**config.mk**
```make
export PLATFORM = sky130hd
export DESIGN_NAME = fetch_top
export DESIGN_NICKNAME = d
export VERILOG_FILES = /design/src/design/fetch_pkg.sv /design/src/design/fetch_ctrl.sv /design/src/design/pc_gen.sv /design/src/design/md_stall.sv /design/src/design/fetch_top.sv
export SDC_FILE = /design/constraint.sdc
export NUM_CORES = 1
export LEC_CHECK = 0
export BUFFER_PORTS_ARGS = -buffer_cell sky130_fd_sc_hd__buf_4
export CAP_MARGIN = 20
export CORE_AREA = 2 2 99 101
export DETAILED_ROUTE_END_ITERATION = 6
export DIE_AREA = 0 0 101 103
export GPL_TIMING_DRIVEN = 0
export PLACE_DENSITY = 0.81
export SLEW_MARGIN = 20
export SYNTH_ARGS = -nofsm -noshare
export SYNTH_HDL_FRONTEND = slang
export SYNTH_HIERARCHICAL = 1
export SYNTH_SLANG_ARGS = --single-unit
```
**constraint.sdc**
```tcl
create_clock -name clk -period 13.16 [get_ports clk]
set_input_delay 2.632 -clock clk [delete_from_list [all_inputs] [get_ports clk]]
set_output_delay 2.632 -clock clk [all_outputs]
set_load 0.005 [all_outputs]
```
**src/design/fetch_pkg.sv**
```systemverilog
package fetch_pkg;

    //////////////////////////////////////////////////////////////////////
    // widths and constants
    //////////////////////////////////////////////////////////////////////

    localparam int xlen = 32;                          // data and address width
    localparam int id_w = 4;                           // read channel id width

    localparam logic [id_w-1:0] fetch_id  = id_w'(1);  // id carried by every fetch request
    localparam logic [xlen-1:0] inst_step = xlen'(4);  // no compressed instructions

    //////////////////////////////////////////////////////////////////////
    // state encodings
    //////////////////////////////////////////////////////////////////////

    typedef enum logic [1:0] {
        idle     = 2'd0,
        req      = 2'd1,                               // ar_valid is up in this state
        wait_rsp = 2'd2,
        done     = 2'd3                                // one cycle, word goes to decode
    } fetch_state_t;

    typedef enum logic [1:0] {
        md_idle  = 2'd0,
        md_busy  = 2'd1,                               // mul/div still running
        md_drain = 2'd2                                // op finished, older fetch still out
    } md_state_t;

endpackage

```
**src/design/fetch_ctrl.sv**
```systemverilog
`timescale 1ns/1ps

module fetch_ctrl import fetch_pkg::*; (
    input  logic            clk,
    input  logic            rst_n,
    input  logic [xlen-1:0] pc,
    input  logic            mem_busy,
    input  logic            hold,
    input  logic            redirect,
    input  logic            jalr,
    output logic            ar_valid,
    output logic [xlen-1:0] ar_addr,
    output logic [id_w-1:0] ar_id,
    input  logic            ar_ready,
    input  logic            r_valid,
    input  logic [id_w-1:0] r_id,
    input  logic [xlen-1:0] r_data,
    output logic            inst_valid,
    output logic [xlen-1:0] inst,
    output logic [xlen-1:0] inst_pc,
    output logic            fetch_done,
    output logic            fetch_busy
);

    fetch_state_t    state;
    fetch_state_t    state_nxt;
    logic            go;
    logic            rsp_hit;
    logic            flush;
    logic            jalr_q;
    logic [xlen-1:0] addr_q;
    logic [xlen-1:0] inst_q;

    assign go      = !mem_busy && !hold;
    assign rsp_hit = r_valid && (r_id == fetch_id);    // foreign ids are simply ignored

    //////////////////////////////////////////////////////////////////////
    // sequencer
    //////////////////////////////////////////////////////////////////////

    always_ff @(posedge clk or negedge rst_n) begin
        if (!rst_n) begin
            state <= idle;
        end else begin
            state <= state_nxt;
        end
    end

    always_comb begin
        state_nxt = state;
        case (state)
            idle:     if (go) state_nxt = req;
            req:      if (ar_ready) state_nxt = wait_rsp;
            wait_rsp: if (rsp_hit) state_nxt = done;
            done:     state_nxt = idle;
            default:  state_nxt = idle;
        endcase
    end

    // A fetch started in the same cycle as a redirect, or while a jalr target is
    // still on its way into the pc, was issued for a stale address
    always_ff @(posedge clk or negedge rst_n) begin
        if (!rst_n) begin
            flush  <= 1'b0;
            jalr_q <= 1'b0;
        end else begin
            jalr_q <= jalr;
            case (state)
                idle:          flush <= go && (redirect || jalr || jalr_q);
                req, wait_rsp: flush <= flush || redirect || jalr;
                default:       flush <= flush;    // word in done is already committed
            endcase
        end
    end

    always_ff @(posedge clk) begin
        if (state == idle && go) begin
            addr_q <= pc;                              // request address, held until next fetch
        end
        if (state == wait_rsp && rsp_hit) begin
            inst_q <= r_data;
        end
    end

    //////////////////////////////////////////////////////////////////////
    // outputs
    //////////////////////////////////////////////////////////////////////

    assign ar_valid   = (state == req);
    assign ar_addr    = addr_q;
    assign ar_id      = ar_valid ? fetch_id : '0;

    assign inst_valid = (state == done) && !flush;     // flushed words are consumed silently
    assign inst       = inst_q;
    assign inst_pc    = addr_q;

    assign fetch_done = (state == wait_rsp) && rsp_hit && !flush;
    assign fetch_busy = (state != idle);

endmodule

```
**src/design/pc_gen.sv**
```systemverilog
`timescale 1ns/1ps

module pc_gen import fetch_pkg::*; #(
    parameter logic [xlen-1:0] reset_pc = 32'h8000_0000
) (
    input  logic            clk,
    input  logic            rst_n,
    input  logic            redirect,
    input  logic [xlen-1:0] redirect_pc,
    input  logic            jalr,
    input  logic            mem_busy,
    input  logic            fetch_done,
    output logic [xlen-1:0] pc
);

    typedef enum logic [2:0] {
        sel_keep     = 3'd0,
        sel_redirect = 3'd1,
        sel_target   = 3'd2,
        sel_step     = 3'd3,
        sel_busy     = 3'd4
    } pc_sel_t;

    pc_sel_t         pc_sel;
    logic            jalr_q;
    logic [xlen-1:0] pc_step;
    logic [xlen-1:0] pc_nxt;

    assign pc_step = pc + inst_step;

    //////////////////////////////////////////////////////////////////////
    // next-pc priority
    //////////////////////////////////////////////////////////////////////

    always_comb begin
        if (redirect) begin
            pc_sel = sel_redirect;
        end else if (jalr) begin
            pc_sel = sel_keep;                         // register target shows up one cycle later
        end else if (jalr_q) begin
            pc_sel = sel_target;
        end else if (fetch_done) begin
            pc_sel = sel_step;
        end else if (mem_busy) begin
            pc_sel = sel_busy;
        end else begin
            pc_sel = sel_keep;                         // idle, or held by a mul/div op
        end
    end

    always_comb begin
        case (pc_sel)
            sel_redirect: pc_nxt = redirect_pc;
            sel_target:   pc_nxt = redirect_pc;
            sel_step:     pc_nxt = pc_step;
            default:      pc_nxt = pc;
        endcase
    end

    //////////////////////////////////////////////////////////////////////
    // registers
    //////////////////////////////////////////////////////////////////////

    always_ff @(posedge clk or negedge rst_n) begin
        if (!rst_n) begin
            jalr_q <= 1'b0;
        end else begin
            jalr_q <= jalr && !redirect;               // a same-cycle redirect already won
        end
    end

    always_ff @(posedge clk or negedge rst_n) begin
        if (!rst_n) begin
            pc <= reset_pc;
        end else begin
            pc <= pc_nxt;
        end
    end

endmodule

```
**src/design/md_stall.sv**
```systemverilog
`timescale 1ns/1ps

module md_stall import fetch_pkg::*; (
    input  logic clk,
    input  logic rst_n,
    input  logic md_start,
    input  logic md_done,
    input  logic fetch_busy,
    output logic hold
);

    md_state_t state;
    md_state_t state_nxt;

    //////////////////////////////////////////////////////////////////////
    // tracker
    //////////////////////////////////////////////////////////////////////

    always_ff @(posedge clk or negedge rst_n) begin
        if (!rst_n) begin
            state <= md_idle;
        end else begin
            state <= state_nxt;
        end
    end

    always_comb begin
        state_nxt = state;
        case (state)
            md_idle: begin
                if (md_start) begin
                    state_nxt = md_busy;
                end
            end
            md_busy: begin
                if (md_done && fetch_busy) begin
                    state_nxt = md_drain;              // let the older fetch land first
                end else if (md_done) begin
                    state_nxt = md_idle;
                end
            end
            md_drain: begin
                if (!fetch_busy) begin
                    state_nxt = md_idle;
                end
            end
            default: state_nxt = md_idle;
        endcase
    end

    //////////////////////////////////////////////////////////////////////
    // hold level
    //////////////////////////////////////////////////////////////////////

    // registered so fetch_ctrl sees a clean level starting the cycle after md_start
    always_ff @(posedge clk or negedge rst_n) begin
        if (!rst_n) begin
            hold <= 1'b0;
        end else begin
            hold <= (state_nxt != md_idle);
        end
    end

endmodule

```
**src/design/fetch_top.sv**
```systemverilog
`timescale 1ns/1ps

module fetch_top import fetch_pkg::*; #(
    parameter logic [xlen-1:0] reset_pc = 32'h8000_0000
) (
    input  logic            clk,
    input  logic            rst_n,
    input  logic            redirect,
    input  logic [xlen-1:0] redirect_pc,
    input  logic            jalr,
    input  logic            mem_busy,
    input  logic            md_start,
    input  logic            md_done,
    output logic            ar_valid,
    output logic [xlen-1:0] ar_addr,
    output logic [id_w-1:0] ar_id,
    input  logic            ar_ready,
    input  logic            r_valid,
    input  logic [id_w-1:0] r_id,
    input  logic [xlen-1:0] r_data,
    output logic            inst_valid,
    output logic [xlen-1:0] inst,
    output logic [xlen-1:0] inst_pc
);

    logic [xlen-1:0] pc;
    logic            hold;
    logic            fetch_done;
    logic            fetch_busy;

    //////////////////////////////////////////////////////////////////////
    // control
    //////////////////////////////////////////////////////////////////////

    fetch_ctrl u_fetch_ctrl (
        .clk        (clk),
        .rst_n      (rst_n),
        .pc         (pc),
        .mem_busy   (mem_busy),
        .hold       (hold),
        .redirect   (redirect),
        .jalr       (jalr),
        .ar_valid   (ar_valid),
        .ar_addr    (ar_addr),
        .ar_id      (ar_id),
        .ar_ready   (ar_ready),
        .r_valid    (r_valid),
        .r_id       (r_id),
        .r_data     (r_data),
        .inst_valid (inst_valid),
        .inst       (inst),
        .inst_pc    (inst_pc),
        .fetch_done (fetch_done),
        .fetch_busy (fetch_busy)
    );

    //////////////////////////////////////////////////////////////////////
    // datapath
    //////////////////////////////////////////////////////////////////////

    pc_gen #(
        .reset_pc (reset_pc)
    ) u_pc_gen (
        .clk         (clk),
        .rst_n       (rst_n),
        .redirect    (redirect),
        .redirect_pc (redirect_pc),
        .jalr        (jalr),
        .mem_busy    (mem_busy),
        .fetch_done  (fetch_done),
        .pc          (pc)
    );

    md_stall u_md_stall (
        .clk        (clk),
        .rst_n      (rst_n),
        .md_start   (md_start),
        .md_done    (md_done),
        .fetch_busy (fetch_busy),
        .hold       (hold)
    );

endmodule

```
==> results of run 1 <==
power by group:
group | switching (mW) | internal, mW
Clock | 0.111 | 0.101
Combinational | 0.0696 | 0.0955
Sequential | 0.0328 | 0.384
flip-flops by register name, summed over array words and instances, names as in the netlist:
signal / flops
u_md_stall/state: 2
u_fetch_ctrl/inst: 32
u_md_stall/hold: 1
u_fetch_ctrl/jalr_q: 1
u_fetch_ctrl/flush: 1
u_pc_gen/jalr_q: 1
u_fetch_ctrl/state: 2
u_fetch_ctrl/ar_addr: 32
u_pc_gen/pc: 32
kinds of logic after synthesis:
logic type / Yosys count
and+or+nand+nor: 125
DFF: 104
AOI/OAI and AO/OA: 62
buffers and inverters: 53
adders and majority gates: 6
muxes: 3
other: 1
cells in the final DEF, fill, tap and decap left out, types with 2 or more instances in the layout:
cell	n
and4_1	3
nand3_1	25
or4_1	6
clkbuf_8	9
o21ai_0	5
nor3_1	5
buf_2	5
a32oi_1	2
mux2i_1	2
ha_1	6
inv_1	9
a22oi_1	6
dfrtp_1	39
o211ai_1	17
nand2_1	42
a221o_1	4
nor2b_1	2
nor3_2	2
a211oi_2	2
nand2b_1	6
nand4_4	2
conb_1	3
buf_4	214
edfxtp_1	64
a21oi_1	4
inv_6	3
o311ai_1	2
o311ai_0	10
nor2_1	13
a21o_1	3
nand4_1	8
clkbuf_1	7
worst max path at each step:
stage / startpoint / to / slack (ns) / depth (start not counted)
after floorplan: r_id[3] / u_pc_gen/pc[9]$_DFFE_PN0P_ / 5.55 / 8
after global placement: r_id[3] / u_pc_gen/pc[7]$_DFFE_PN0P_ / 4.17 / 9
after detailed placement: r_id[3] / u_pc_gen/pc[7]$_DFFE_PN0P_ / 7.86 / 9
after CTS: r_id[3] / u_pc_gen/pc[7]$_DFFE_PN0P_ / 8.28 / 9
after global routing: r_id[3] / u_pc_gen/pc[7]$_DFFE_PN0P_ / 8.00 / 9
final: r_id[3] / u_pc_gen/pc[7]$_DFFE_PN0P_ / 8.22 / 9
per-layer routing:
layer | GRT usage | up-vias
li1 | - | 1704
met1 | 0.2574 | 1731
met2 | 0.3559 | 221
met3 | 0.05966 | 34
met4 | 0.1050 | 0
met5 | 0 | -
worst max-delay path: stages:
cell	delay (ns)
buf_4	0.11
nand3b_4	0.15
nor4_2	0.45
nor2b_1	0.22
nor4b_2	0.56
clkbuf_1	0.45
nand4_1	0.24
o211ai_1	0.20
o311ai_0	0.16
final cells by class:
| class | count | area, um^2 |
|---|---|---|
| clock buffer | 11 | 152.6 |
| inverter | 9 | 33.78 |
| clock inverter | 5 | 61.31 |
| multi-input combinational | 199 | 1339 |
| fill | 707 | 3141 |
| sequential | 104 | 2924 |
| timing repair buffer | 182 | 1363 |
| buffer | 44 | 302.8 |
| tap | 114 | 142.6 |
per-stage QoR:
stage	setup slack (ns)	instance area [um^2]	utilization
2_1_floorplan	5.554	4583	-
3_3_place_gp	4.172	6040	0.6385
3_5_place_dp	7.863	6105	0.6454
4_1_cts	8.278	6319	0.6680
5_1_grt	8.004	6319	0.6680
6_report	8.221	6319	0.6680
==> flow_summary.yaml, run 1 <==
clocking:
  cts.sinks: 104
  clk_pin_slew_worst_paths_ns: 0.09
  cts_max_level: 3
  cts.path.max_buffers: 2
  hold_buffers: 0
  cts_tree: "done"
  cts_resized: 0
  clock_latency_ns: 0.37
  root_buffer: "clkbuf_8"
  cts_made_buffers: 9
  post_cts_buffers: 0
drt:
  wl_met3_um: 920
  vias: 3690
  wl_per_cell_um: 16.44
  vias_per_cell: 5.524
  postRouteAntennaNets: 0
  drtPass1Iterations: 7
  wl_met1_um: 4237
  routed.top_layer: "met4"
  dr_wl_met2_um: 5506
  wl_um: 10990
  drt_iter0_drc: 208
  post-route-drc-count: 0
die:
  core-area_um2: 9459
  die-area_um2: 10400
  ios: 179
  row_count: 36
  dieHeight_um: 103
  initial_utilization: 0.4837
  dieWidth_um: 101
worst_setup_path:
  worst-setup-path-type: "in2reg"
  timing.rr.end: "u_pc_gen/pc[7]$_DFFE_PN0P_"
  worstSetupStartpointType: "primary input"
  endpoint_kind: "flop"
  critPathMaxFanout: 10
  arrival_ns: 5.16
  required_ns: 13.38
  r2r_slack_ns: 9.85
  r2r_cells: 10
  r2r_start: "u_fetch_ctrl/state[0]$_DFFE_PN0P_"
power_and_ir_drop:
  leakage_nw: 2.738
  powerDensity_nw_per_um2: 125.7
  finalPower_uw: 794.5
  ir_drop_mv: 0.08068
synthesis:
  netlist_top_cells_area: "edfxtp_1 42%, dfrtp_1 21%, buf_4 5.9%"
  yosysMostFrequentCell: "edfxtp_1"
  synth-seq-cells: 104
  yosysTopAreaCell: "edfxtp_1"
  ys_types: 51
  synth_adder_area_share: 0.01641
  ys_seq_area_frac: 0.6390
  yosys-mux-area-fraction: 0.007657
  synthArstFlopShare: 0.3846
  syn_inst: 354
  yosys-top-cells-count: "64 x edfxtp_1, 42 x nand2_1, 39 x dfrtp_1, 36 x buf_4, 25 x nand3_1"
  post_synth.cell_area_avg_um2: 12.93
  synthSimpleGateAreaFrac: 0.1537
  synth_top_area_share: 0.4200
  synth-compound-area-share: 0.1088
  synth_xor_area_frac: 0
  synth_edf_count: 64
  synth_area_um2: 4576
  ys.warnings.count: 6
  synth_top_family_by_area: "simple AND/OR/NAND/NOR gates"
  synthFlopType: "edfxtp_1"
worst_hold_path:
  hold_depth: 0
  holdPathEnd: "u_fetch_ctrl/ar_addr[1]$_DFFE_PP_"
  hold_path_class: "reg2reg"
  hp-start: "u_pc_gen/pc[1]$_DFFE_PN0P_"
place:
  gp_congestion: 0.8901
  dp_cells: 652
  dp_hpwl_um: 8305
  io_buffers: 175
final_layout:
  diodes: 0
  area_growth_syn_to_layout_pct: 38.09
  drive_gt1_frac: 0.4531
  instances_no_fill: 668
  nets: 632
timing:
  timing.final.crit_period_ns: 4.939
  drv_slew: 0
  worst_pin_slew_ns: 0.7396
  setup_viol: 0
  fmaxAchievable_mhz: 202.5
  setup_tns_ns: 0
  clock_skew_ns: 0.01553
  slew_headroom: 0.5061
  holdWs_ns: 0.4639
  min_period_over_period: 0.3753
  rsz0062_at_grt: "no"
  hold_violations: 0
grt:
  antenna_found_initial: 0
  grt_first_pass_wirelength_um: 16910
  gr-total-overflow: 0
  track_usage: 0.2134
  grt_start_max_net_pins: 41
  grt_pass1_vias: 3603
job:
  cap_violations: 0
status:
  status: "complete, no violations"
No activity file was read; power rests on OpenSTA's default activity.
==> run 2: changes to the inputs <==
Settings changed: CORE_AREA 2 2 99 101 to 2 2 105 107, DIE_AREA 0 0 101 103 to 0 0 107 109, PLACE_DENSITY 0.81 to 0.76.
Clock period 13.16 ns to 4.4 ns, I/O delays scaled along.
==> flow_summary.yaml, run 2 (synthesis results as in run 1) <==
worst_setup_path:
  worstSetupStartpointType: "flop"
  critical_path.most_common_cell: "inv_1"
  r2r_slack_ns: 0.95
  max_stage_delay_ns: 0.63
  worst-setup-path-type: "reg2reg"
  slowest_stage: "nor4_4"
  crit_chain: "inv_1 -> ha_1 -> inv_1 -> nor4_4 -> nor2b_1 -> nor4b_2 -> clkbuf_1 -> nand4_1 -> o211ai_1 -> o311ai_0"
  required_ns: 4.62
  endpoint_kind: "flop"
  arrival_ns: 3.68
  critPathMaxFanout: 10
clocking:
  cts.sinks: 104
  hold_buffers: 0
  cts_resized: 0
  post_cts_buffers: 0
  cts_max_level: 3
  clock_latency_ns: 0.38
  cts_made_buffers: 9
  cts_tree: "done"
  clk_pin_slew_worst_paths_ns: 0.10
  cts.path.max_buffers: 2
  root_buffer: "clkbuf_8"
timing:
  worst_pin_slew_ns: 0.7780
  rsz0062_at_grt: "no"
  slew_headroom: 0.4804
  setup_viol: 0
  fmaxAchievable_mhz: 289.5
  clock_skew_ns: 0.01517
  hold_violations: 0
  drv_slew: 0
  timing.final.crit_period_ns: 3.454
  min_period_over_period: 0.7850
  worst_slack_ns: 0.9460
place:
  place_area_um2: 6138
  io_buffers: 175
  dp_hpwl_um: 8609
  gp_congestion: 0.8346
  place_ws_ns: 0.7728
die:
  ios: 179
  dieHeight_um: 109
  die-area_um2: 11660
  row_count: 38
  dieWidth_um: 107
  core-area_um2: 10600
  initial_utilization: 0.4316
final_layout:
  final_common_cell: "buf_4"
  n_fill_cell: 850
  nets: 630
  final_util: 0.5971
  drive_gt1_frac: 0.4475
  mostFrequentLayoutCells: "215 x buf_4, 64 x edfxtp_1, 42 x nand2_1, 39 x dfrtp_1, 25 x nand3_1"
  diodes: 0
  final_area_um2: 6331
  area_growth_syn_to_layout_pct: 38.36
power_and_ir_drop:
  leakage_nw: 2.717
  power.switching_uw: 613.7
  pwr-share-seq: 0.535
  pwr-share-clk: 0.252
  finalPower_mw: 2.328
  power_frac_comb: 0.213
  ir_drop_mv: 0.3091
  p_sw_frac: 0.2636
  p_int_mw: 1.714
  powerDensity_nw_per_um2: 367.7
drt:
  vias: 3620
  vias_per_cell: 5.231
  drt_iter0_drc: 254
  postRouteAntennaNets: 0
  wl_per_cell_um: 16.41
  post-route-drc-count: 0
  drtPass1Iterations: 5
  wl_um: 11350
grt:
  grt_start_max_net_pins: 41
  grt_pass1_vias: 3405
  track_usage: 0.1995
  gr-total-overflow: 0
  antenna_found_initial: 0
  grt_first_pass_wirelength_um: 17480
status:
  status: "complete, no violations"
worst_hold_path:
  hold_path_class: "reg2reg"
job:
  cap_violations: 0
## run 2: worst paths after layout
kind,from,endpoint,cells after the start
min in group asynchronous,rst_n,u_pc_gen/pc[18]$_DFFE_PN0P_,1
max,u_fetch_ctrl/state[0]$_DFFE_PN0P_,u_pc_gen/pc[7]$_DFFE_PN0P_,10
max reg2reg,u_fetch_ctrl/state[0]$_DFFE_PN0P_,u_pc_gen/pc[7]$_DFFE_PN0P_,10
min,u_pc_gen/pc[1]$_DFFE_PN0P_,u_fetch_ctrl/ar_addr[1]$_DFFE_PP_,0
min reg2reg,u_pc_gen/pc[1]$_DFFE_PN0P_,u_fetch_ctrl/ar_addr[1]$_DFFE_PP_,0
max in group asynchronous,rst_n,u_pc_gen/pc[31]$_DFFE_PN1P_,1
## run 2: cell type report
class,count,area (um^2),share of cell area
Multi-Input combinational cell,199,1348,0.2128
Sequential cell,104,2924,0.4619
Clock buffer,13,148.9,0.02352
Timing Repair Buffer,180,1355,0.2140
Inverter,9,33.78,0.005336
Clock inverter,3,43.79,0.006917
Buffer,44,302.8,0.04783
Tap cell,140,175.2,0.02767
## run 2: power by group through the flow
stage / registers, mW / clock network [mW] / logic (mW)
floorplan: 1.25 / 0 / 0.262
global placement: 1.26 / 0 / 0.469
detailed placement: 1.27 / 0 / 0.496
CTS: 1.25 / 0.601 / 0.500
global route: 1.26 / 0.638 / 0.543
finish: 1.24 / 0.587 / 0.496
## run 2: routing by layer
layer / part of all wire / global-route usage / vias up
met5: 0 / 0 / -
met4: 0.028 / 0.09833 / 0
met3: 0.061 / 0.03825 / 22
met2: 0.52 / 0.3449 / 141
met1: 0.39 / 0.2405 / 1760
li1: - / - / 1697
## run 2: stage by stage
| step | instances | setup TNS [ns] | hold slack, ns |
|---|---|---|---|
| floorplan | 356 | 0 | 0.4248 |
| global placement | 671 | -8.465 | 0.4317 |
| detailed placement | 676 | 0 | 0.4455 |
| CTS | 692 | 0 | 0.4682 |
| global route | 692 | 0 | 0.4913 |
| finish | 692 | 0 | 0.4634 |
## run 2: critical path: cells and delay by family, from the launching register on
family,cells,cell delay (ns)
AND/OR/NAND/NOR,4,1.67
buffers and inverters,3,0.68
flip-flops,1,0.43
AO/OA/AOI/OAI,2,0.37
adder cells (fa/ha/maj),1,0.16
